<file path="src/hdl/nebula_pkg.sv">
// Nebula shared definitions
package nebula_pkg;

    // Bus and pad widths
    localparam int WB_ADR_W = 32;
    localparam int WB_DAT_W = 32;
    localparam int GPIO_W   = 32;

    // Team count used when the top level is not overridden
    localparam int NUM_TEAMS_DEF = 2;

    typedef logic [WB_ADR_W-1:0]   wb_adr_t;
    typedef logic [WB_DAT_W-1:0]   wb_data_t;
    typedef logic [WB_DAT_W/8-1:0] wb_sel_t;
    typedef logic [GPIO_W-1:0]     gpio_t;

    // Region field in address bits 15:12
    localparam int REGION_LSB = 12;
    localparam int REGION_W   = 4;

    // Register index in address bits 3:2
    localparam int REG_IDX_LSB = 2;
    typedef logic [1:0] reg_idx_t;

    // Team slot registers
    localparam reg_idx_t REG_OUT = 2'd0;
    localparam reg_idx_t REG_OEB = 2'd1;
    localparam reg_idx_t REG_IN  = 2'd2;

    // GPIO control registers
    localparam reg_idx_t REG_SEL = 2'd0;

endpackage

</file>
<file path="src/hdl/wb_if.sv">
// Classic Wishbone bus
`timescale 1ns/10ps

interface wb_if;
    import nebula_pkg::*;

    logic     cyc;
    logic     stb;
    logic     we;
    wb_sel_t  sel;
    wb_adr_t  adr;
    wb_data_t dat_w;
    wb_data_t dat_r;
    logic     ack;

    // Side that starts cycles
    modport manager (
        output cyc, stb, we, sel, adr, dat_w,
        input  dat_r, ack
    );

    // Side that answers with ack and read data
    modport subordinate (
        input  cyc, stb, we, sel, adr, dat_w,
        output dat_r, ack
    );

endinterface

</file>
<file path="src/hdl/gpio_control.sv">
// Team select and pad multiplexer
`timescale 1ns/10ps

module gpio_control #(
    parameter int NUM_TEAMS = nebula_pkg::NUM_TEAMS_DEF
) (
    input  logic                                    wb_clk_i,
    input  logic                                    rst_n_i,
    wb_if.subordinate                               bus,
    input  logic [NUM_TEAMS*nebula_pkg::GPIO_W-1:0] team_out_flat_i,
    input  logic [NUM_TEAMS*nebula_pkg::GPIO_W-1:0] team_oeb_flat_i,
    output nebula_pkg::gpio_t                       io_out_o,
    output nebula_pkg::gpio_t                       io_oeb_o
);
    import nebula_pkg::*;

    reg_idx_t   idx;
    logic       req;
    logic       ack_q;
    logic [7:0] sel_q;
    gpio_t      pad_out;
    gpio_t      pad_oeb;

    assign idx = bus.adr[REG_IDX_LSB +: $bits(reg_idx_t)];
    assign req = bus.cyc & bus.stb & ~ack_q;

    always_ff @(posedge wb_clk_i or negedge rst_n_i) begin
        if (!rst_n_i) begin
            ack_q <= 1'b0;
        end else begin
            ack_q <= req;
        end
    end

    // Team number lives in byte 0 only
    always_ff @(posedge wb_clk_i or negedge rst_n_i) begin
        if (!rst_n_i) begin
            sel_q <= '0;
        end else if (req && bus.we && bus.sel[0] && idx == REG_SEL) begin
            sel_q <= bus.dat_w[7:0];
        end
    end

    assign bus.ack   = ack_q;
    assign bus.dat_r = (idx == REG_SEL) ? {{(WB_DAT_W-8){1'b0}}, sel_q} : '0;

    // Select 0 or out of range leaves the pads as inputs
    always_comb begin
        pad_out = '0;
        pad_oeb = '1;
        for (int t = 0; t < NUM_TEAMS; t++) begin
            if (sel_q == 8'(t + 1)) begin
                pad_out = team_out_flat_i[t*GPIO_W +: GPIO_W];
                pad_oeb = team_oeb_flat_i[t*GPIO_W +: GPIO_W];
            end
        end
    end

    assign io_out_o = pad_out;
    assign io_oeb_o = pad_oeb;

endmodule

</file>
<file path="src/hdl/nebula_top.sv">
// Nebula user area top level
`timescale 1ns/10ps

module nebula_top #(
    parameter int NUM_TEAMS = nebula_pkg::NUM_TEAMS_DEF
) (
    input  logic                 wb_clk_i,
    input  logic                 rst_n_i,

    // Wishbone slave port
    input  logic                 wbs_cyc_i,
    input  logic                 wbs_stb_i,
    input  logic                 wbs_we_i,
    input  nebula_pkg::wb_sel_t  wbs_sel_i,
    input  nebula_pkg::wb_adr_t  wbs_adr_i,
    input  nebula_pkg::wb_data_t wbs_dat_i,
    output logic                 wbs_ack_o,
    output nebula_pkg::wb_data_t wbs_dat_o,

    // Pads
    input  nebula_pkg::gpio_t    io_in_i,
    output nebula_pkg::gpio_t    io_out_o,
    output nebula_pkg::gpio_t    io_oeb_o
);
    import nebula_pkg::*;

    logic [NUM_TEAMS*GPIO_W-1:0] team_out_flat;
    logic [NUM_TEAMS*GPIO_W-1:0] team_oeb_flat;

    wb_if host_bus ();
    wb_if gpio_bus ();
    wb_if team_bus [NUM_TEAMS] ();

    // Host port into the decoder
    assign host_bus.cyc   = wbs_cyc_i;
    assign host_bus.stb   = wbs_stb_i;
    assign host_bus.we    = wbs_we_i;
    assign host_bus.sel   = wbs_sel_i;
    assign host_bus.adr   = wbs_adr_i;
    assign host_bus.dat_w = wbs_dat_i;
    assign wbs_ack_o      = host_bus.ack;
    assign wbs_dat_o      = host_bus.dat_r;

    wb_decoder #(
        .NUM_TEAMS(NUM_TEAMS)
    ) u_decoder (
        .wb_clk_i (wb_clk_i),
        .rst_n_i  (rst_n_i),
        .host     (host_bus.subordinate),
        .gpio_bus (gpio_bus.manager),
        .team_bus (team_bus)
    );

    gpio_control #(
        .NUM_TEAMS(NUM_TEAMS)
    ) u_gpio_control (
        .wb_clk_i        (wb_clk_i),
        .rst_n_i         (rst_n_i),
        .bus             (gpio_bus.subordinate),
        .team_out_flat_i (team_out_flat),
        .team_oeb_flat_i (team_oeb_flat),
        .io_out_o        (io_out_o),
        .io_oeb_o        (io_oeb_o)
    );

    // Every team sees the same input pins
    genvar k;
    generate
        for (k = 0; k < NUM_TEAMS; k++) begin : g_team
            team_slot u_team_slot (
                .wb_clk_i   (wb_clk_i),
                .rst_n_i    (rst_n_i),
                .bus        (team_bus[k]),
                .gpio_in_i  (io_in_i),
                .gpio_out_o (team_out_flat[k*GPIO_W +: GPIO_W]),
                .gpio_oeb_o (team_oeb_flat[k*GPIO_W +: GPIO_W])
            );
        end
    endgenerate

endmodule

</file>
<file path="src/hdl/team_slot.sv">
// Team slot register block
`timescale 1ns/10ps

module team_slot (
    input  logic              wb_clk_i,
    input  logic              rst_n_i,
    wb_if.subordinate         bus,
    input  nebula_pkg::gpio_t gpio_in_i,
    output nebula_pkg::gpio_t gpio_out_o,
    output nebula_pkg::gpio_t gpio_oeb_o
);
    import nebula_pkg::*;

    reg_idx_t idx;
    logic     req;
    logic     wr;
    logic     ack_q;
    gpio_t    out_q;
    gpio_t    oeb_q;
    gpio_t    in_meta_q;
    gpio_t    in_sync_q;
    wb_data_t rd_data;

    assign idx = bus.adr[REG_IDX_LSB +: $bits(reg_idx_t)];
    assign req = bus.cyc & bus.stb & ~ack_q;
    assign wr  = req & bus.we;

    // Single-cycle ack one clock after the request
    always_ff @(posedge wb_clk_i or negedge rst_n_i) begin
        if (!rst_n_i) begin
            ack_q <= 1'b0;
        end else begin
            ack_q <= req;
        end
    end

    // Byte-writable output and enable words
    always_ff @(posedge wb_clk_i or negedge rst_n_i) begin
        if (!rst_n_i) begin
            out_q <= '0;
            oeb_q <= '1;
        end else if (wr) begin
            for (int b = 0; b < GPIO_W / 8; b++) begin
                if (bus.sel[b] && idx == REG_OUT) begin
                    out_q[8*b +: 8] <= bus.dat_w[8*b +: 8];
                end
                if (bus.sel[b] && idx == REG_OEB) begin
                    oeb_q[8*b +: 8] <= bus.dat_w[8*b +: 8];
                end
            end
        end
    end

    // Pads are asynchronous to the bus clock
    always_ff @(posedge wb_clk_i or negedge rst_n_i) begin
        if (!rst_n_i) begin
            in_meta_q <= '0;
            in_sync_q <= '0;
        end else begin
            in_meta_q <= gpio_in_i;
            in_sync_q <= in_meta_q;
        end
    end

    always_comb begin
        case (idx)
            REG_OUT: rd_data = out_q;
            REG_OEB: rd_data = oeb_q;
            REG_IN:  rd_data = in_sync_q;
            default: rd_data = '0;
        endcase
    end

    assign bus.ack    = ack_q;
    assign bus.dat_r  = rd_data;
    assign gpio_out_o = out_q;
    assign gpio_oeb_o = oeb_q;

endmodule

</file>
<file path="src/hdl/wb_decoder.sv">
// Wishbone region decoder
`timescale 1ns/10ps

module wb_decoder #(
    parameter int NUM_TEAMS = nebula_pkg::NUM_TEAMS_DEF
) (
    input  logic      wb_clk_i,
    input  logic      rst_n_i,
    wb_if.subordinate host,
    wb_if.manager     gpio_bus,
    wb_if.manager     team_bus [NUM_TEAMS]
);
    import nebula_pkg::*;

    logic [REGION_W-1:0]  region;
    logic                 gpio_hit;
    logic [NUM_TEAMS-1:0] team_hit;
    logic                 unmapped;
    logic                 unmapped_ack_q;
    logic [NUM_TEAMS-1:0] team_ack;
    wb_data_t             team_dat [NUM_TEAMS];
    wb_data_t             dat_mux;

    assign region   = host.adr[REGION_LSB +: REGION_W];
    assign gpio_hit = (region == '0);
    assign unmapped = ~gpio_hit & ~(|team_hit);

    // Region 0 goes to GPIO control
    assign gpio_bus.cyc   = host.cyc & gpio_hit;
    assign gpio_bus.stb   = host.stb & gpio_hit;
    assign gpio_bus.we    = host.we;
    assign gpio_bus.sel   = host.sel;
    assign gpio_bus.adr   = host.adr;
    assign gpio_bus.dat_w = host.dat_w;

    // Region k+1 goes to team slot k
    genvar k;
    generate
        for (k = 0; k < NUM_TEAMS; k++) begin : g_team
            assign team_hit[k]        = (region == REGION_W'(k + 1));
            assign team_bus[k].cyc    = host.cyc & team_hit[k];
            assign team_bus[k].stb    = host.stb & team_hit[k];
            assign team_bus[k].we     = host.we;
            assign team_bus[k].sel    = host.sel;
            assign team_bus[k].adr    = host.adr;
            assign team_bus[k].dat_w  = host.dat_w;
            assign team_ack[k]        = team_bus[k].ack;
            assign team_dat[k]        = team_bus[k].dat_r;
        end
    endgenerate

    // Unmapped regions get a local ack and drop writes
    always_ff @(posedge wb_clk_i or negedge rst_n_i) begin
        if (!rst_n_i) begin
            unmapped_ack_q <= 1'b0;
        end else begin
            unmapped_ack_q <= host.cyc & host.stb & unmapped & ~unmapped_ack_q;
        end
    end

    // Read data follows the addressed target, zero when unmapped
    always_comb begin
        dat_mux = '0;
        if (gpio_hit) begin
            dat_mux = gpio_bus.dat_r;
        end
        for (int i = 0; i < NUM_TEAMS; i++) begin
            if (team_hit[i]) begin
                dat_mux = team_dat[i];
            end
        end
    end

    // Only the addressed target sees stb, so a plain OR is enough
    assign host.ack   = gpio_bus.ack | (|team_ack) | unmapped_ack_q;
    assign host.dat_r = dat_mux;

endmodule

</file>
<file path="config.mk">
export PLATFORM = sky130hd
export DESIGN_NAME = nebula_top
export DESIGN_NICKNAME = d
export VERILOG_FILES = /design/src/hdl/nebula_pkg.sv /design/src/hdl/wb_if.sv /design/src/hdl/gpio_control.sv /design/src/hdl/nebula_top.sv /design/src/hdl/team_slot.sv /design/src/hdl/wb_decoder.sv
export SDC_FILE = /design/constraint.sdc
export NUM_CORES = 1
export LEC_CHECK = 0
export BUFFER_PORTS_ARGS = -buffer_cell sky130_fd_sc_hd__buf_2
export CORE_MARGIN = 3
export CORE_UTILIZATION = 45
export CTS_CLUSTER_SIZE = 30
export DETAILED_ROUTE_END_ITERATION = 12
export GPL_TIMING_DRIVEN = 0
export PLACE_DENSITY = 0.68
export SYNTH_ARGS = -nofsm -noshare
export SYNTH_HDL_FRONTEND = slang
export SYNTH_HIERARCHICAL = 1
export SYNTH_SLANG_ARGS = --single-unit
</file>
<file path="constraint.sdc">
create_clock -name wb_clk_i -period 1.8 [get_ports wb_clk_i]
set_clock_uncertainty 0.05 [all_clocks]
set_input_delay 0.27 -clock wb_clk_i [delete_from_list [all_inputs] [get_ports wb_clk_i]]
set_output_delay 0.27 -clock wb_clk_i [all_outputs]
set_load 0.05 [all_outputs]
</file>
Yosys cells after proc, flatten, opt, wreduce, memory -nomap -nowiden

Cells that the tools add are included.

Input bits: 105
Memory bits (read-only): 0
Output and inout bits: 97
Latch bits: 0
Register bits after elaboration: 204
Memories kept: 0
Memory bits (writable): 0

Equality and inequality tests: 6
$lt $le $gt $ge: 0
Bitwise logic cells: 26
Div/mod/pow operators: 0
Shift-type cells: 0
$add $sub $neg: 0
Multiply operators: 0
Multiplexer cells: 10
Reduce and logical (&&, ||, !) cells: 31

Operators with widths:

| cell                                                             | number |
|---|---|
| 32-bit two-way mux                                               | 7 |
| 32-bit case mux with 3 select lines                              | 2 |
| 2-bit AND reduction                                              | 16 |
| 1-bit bitwise AND                                                | 18 |
| 1-bit logical AND                                                | 11 |
| 8-bit by 1-bit == test with 1-bit output (second input constant) | 1 |
| 8-bit by 2-bit == test with 1-bit output (second input constant) | 1 |
| 8-bit two-way mux                                                | 1 |
| 1-bit inverter                                                   | 6 |
| 4-bit by 1-bit == test with 1-bit output (second input constant) | 1 |
| 4-bit by 2-bit == test with 1-bit output (second input constant) | 1 |
| 4-bit zero test                                                  | 1 |
| 2-bit OR reduction                                               | 2 |
| 2-bit by 1-bit == test with 1-bit output (second input constant) | 1 |
| 2-bit == test (second input constant)                            | 1 |
| 2-bit zero test                                                  | 1 |
| 1-bit bitwise OR                                                 | 2 |

Depth between registers and ports, before layout

Word-level depth: 7
Mapped depth: 9
Depth with buffers taken out: 5

Hierarchy

The synthesis kept the hierarchy.

By module, submodules not included:

| module       | times used | cells each | seq. area each (um^2) | area an instance (um^2) |
|---|---|---|---|---|
| team_slot    | 2          | 323        | 3268.1                | 4810.9 |
| wb_decoder   | 1          | 296        | 25.0                  | 2391.0 |
| gpio_control | 1          | 211        | 225.2                 | 1427.6 |

Worst setup path before layout

OpenSTA, ideal clock, no wires.

Kind: input port to output port
Start: input port wbs_adr_i[2]
End: output port wbs_dat_o[16]
Path buffers: 4
Data required time: 1.480 ns
Cell stages on the path: 9
Arrival time: 2.064 ns
Path slack: -0.584 ns
Cells stage by stage: buf_4 buf_4 nor2b_1 clkbuf_1 clkbuf_1 nand2_1 o21ai_0 mux2i_1 o2bb2ai_1

Longest elaborated chain between the ends: 4
Elaborated cells between the ends (all ways): 7
Those cells by class: eq/ne: 2; mux: 4; reduce/logical: 1

Ends and longest elaborated chain:

| element                                     | line             | text |
|---|---|---|
| start, declared                             | nebula_top.sv:15 | `input nebula_pkg::wb_adr_t wbs_adr_i,` |
| 2-bit == test, or another cell as far along | team_slot.sv:66  | `case (idx)` |
| 32-bit case mux with 3 select lines (*)     | team_slot.sv:66  |  |
| named net team_bus[0].dat_r[16]             | wb_if.sv:13      | `wb_data_t dat_r;` |
| 32-bit two-way mux (*) (2 in series)        | wb_decoder.sv:68 | `if (team_hit[i]) begin` |
| end, declared                               | nebula_top.sv:18 | `output nebula_pkg::wb_data_t wbs_dat_o,` |

The timed path passes the listed nets; every way through them passes the cells marked *.

Worst setup path in the final report

Start: register u_gpio_control.sel_q[7]
End: output port io_out_o[11]

Longest elaborated chain between the ends: 3
Elaborated cells between the ends (all ways): 4
Those cells by class: eq/ne: 2; mux: 2

Ends and longest elaborated chain:

| element                                  | line               | text |
|---|---|---|
| start, declared                          | gpio_control.sv:20 | `logic [7:0] sel_q;` |
| start signal, assigned                   | gpio_control.sv:40 | `sel_q <= bus.dat_w[7:0];` |
| 8-bit by 1-bit == test with 1-bit output | gpio_control.sv:52 | `if (sel_q == 8'(t + 1)) begin` |
| 32-bit two-way mux                       | gpio_control.sv:52 |  |
| 32-bit two-way mux (*)                   | gpio_control.sv:52 |  |
| end, declared                            | nebula_top.sv:22   | `output nebula_pkg::gpio_t io_out_o,` |

Every way passes the cells marked *; elsewhere a longest branch is shown, timed or not.

==> flow_summary.toml <==
[setup_path]
worst-path-buf-inv = 3
startpoint_type = "flip-flop"
worstPathMaxFanout = 10
critPathMaxStageDelay_ps = 400
endpoint_kind = "output port"
crit_type = "flip-flop to output port"
crit_top_cell = "nor2_2"
required_ps = 1480
cp_cell_sequence = "nor2_2 -> buf_4 -> nand3_4 -> clkbuf_16 -> nor2_2 -> buf_6"
cp_data_arrival_time_ps = 1940
cpLargestDelayFamily = "buffers and inverters"
crit_slowest_cell = "dfrtp_1"

[finish]
diodes = 0
area_delta_synth_final_pct = 49.72
design_area_mm2 = 0.01881
drive_gt1_frac = 0.5894
nets = 1475

[sta]
rsz0062_at_grt = "true"
worst_pin_slew_ps = 820.5
slew_headroom = 0.4530
max_freq_mhz = 443.4
whs_ps = 71.72
hold_violations = 0
min_period_ps = 2255
finalCritPeriodShare = 1.253
setup_viol_count_final = 97
setup_ws_ps = -455.2
final_max_slew_viol_count = 0

[die]
start_util = 0.4622
die_y_um = 173.1
dieArea_mm2 = 0.02996
pin_count = 202
core-area_mm2 = 0.02718
num_rows = 60
die_x_um = 173.1

[clock_network]
clk_latency_ps = 540
cts-root-buf = "clkbuf_16"
cts_buffer_depth = 3
htree_num_levels = 1
cts_tree = "built"
cts_inserted_buffers = 29
cts_sinks = 268
cts.clk_slew.worst_paths_ps = 60

[global_route]
grt_pass1_wl_um = 58140
antenna_found_initial = 3
overflow = 0
grt_max_degree = 125
grt_pass1_vias = 10020
track_usage = 0.2467

[routing]
postRouteAntennaNets = 0
vias = 9334
first_pass_iters = 4
drtIter0Drc = 640
drc = 0
vias_per_cell = 5.288
wl_um = 38570
wl_per_cell_um = 21.85

[place]
dp_hpwl_um = 23560
portBuffers = 136
placed_area_mm2 = 0.01458
gp_congestion = 0.7965

[synthesis]
yosys_warnings = 6
synth_area_mm2 = 0.01256
netlist_instances = 1036
syn_area_per_cell_um2 = 12.13

[run]
max_cap_violations = 0

[power_and_ir_drop]
powerDensity_mw_per_mm2 = 715.5
p_leak_nw = 8.344
p_total_mw = 13.46
max-vdd-ir-drop_mv = 0.6320

[min_path]
hold_path.class = "primary input to flip-flop"

[status]
outcome = "complete, but fails checks"
violations = "setup timing"
## cell type report
type	instances	area, um2
Fill cell	1839	8368
Sequential cell	268	6789
Multi-Input combinational cell	617	6047
Timing Repair Buffer	283	2978
Buffer	171	1577
Clock buffer	47	863.3
Tap cell	372	465.4
Clock inverter	7	88.84
## layer usage
metal / up-vias / track usage / wire length [um]
met5: - / 0 / 42
met4: 6 / 0.08108 / 1166
met3: 78 / 0.04875 / 2375
met2: 315 / 0.4057 / 18900
met1: 4754 / 0.3300 / 16080
li1: 4181 / - / -
## metrics by stage
step / worst slack [ps] / util / setup TNS (ps) / cells
final: -455.2 / 0.6921 / -34590 / 1765
after global routing: -537.2 / 0.6921 / -40670 / 1765
after CTS: -436.0 / 0.6563 / -33920 / 1748
after detailed placement: -862.0 / 0.5363 / -119880 / 1569
after global placement: -4325 / 0.5339 / -1172770 / 1567
after floorplan: -168.4 / - / -9973 / 1059
## what timing repair did
action | in CTS | in global routing
setup buffers | 55 | 18
pin swaps | 49 | 26
setup endpoints to repair | 192 | 121
endpoints found under the hold margin | 247 | 0
hold buffers | 67 | 0
cloned | 4 | 3
resized for setup | 337 | 187
## cell usage in the layout, fill, tap and decap left out, types with 19 or more instances in the layout
cell and n:
a22oi_2 30, buf_2 38, buf_4 177, buf_6 82
buf_8 46, clkbuf_1 19, clkbuf_16 35, conb_1 24
dfrtp_1 202, dfstp_2 64, dlygate4sd3_1 67, mux2_2 135
mux2i_1 80, nand2_1 83, nor2_2 28, o21ai_1 55
o2bb2ai_4 30
## power by group
group | total [mW] | internal [mW] | switching, mW | leakage [nW]
Sequential | 6.24 | 6.19 | 0.0509 | 3.21
Clock | 5.93 | 3.55 | 2.39 | 0.469
Combinational | 1.28 | 0.572 | 0.712 | 4.67
## tightest hold or removal path, cell delays in order
cell     delay (ps)
buf_2           120
and2_1          160
nand2_1          60
nor2_1           30
## flip-flops by register name, summed over array words and instances (netlist names)
signal,count
u_gpio_control/sel_q,8
g_team.u_team_slot/bus.ack,2
g_team.u_team_slot/in_sync_q,64
u_gpio_control/bus.ack,1
g_team.u_team_slot/gpio_oeb_o,64
g_team.u_team_slot/in_meta_q,64
g_team.u_team_slot/gpio_out_o,64
u_decoder/unmapped_ack_q,1
## final timing paths
path                                                          startpoint                                                to  slack, ps  cells past startpoint
max in group asynchronous                                        rst_n_i   g_team[0].u_team_slot/gpio_out_o[3]$_DFFE_PN0P_        570                      3
min in group asynchronous                                        rst_n_i     g_team[1].u_team_slot/in_meta_q[17]$_DFF_PN0_        170                      2
setup / recovery                     u_gpio_control/sel_q[7]$_DFFE_PN0P_                                      io_out_o[11]       -460                      6
hold / removal                                                 wbs_stb_i           g_team[1].u_team_slot/bus.ack$_DFF_PN0_         70                      4
setup reg to reg                 g_team[1].u_team_slot/bus.ack$_DFF_PN0_  g_team[1].u_team_slot/gpio_out_o[23]$_DFFE_PN0P_         60                      5
hold reg to reg            g_team[0].u_team_slot/in_meta_q[16]$_DFF_PN0_     g_team[0].u_team_slot/in_sync_q[16]$_DFF_PN0_        290                      0
No activity file was read; power rests on OpenSTA's default activity.
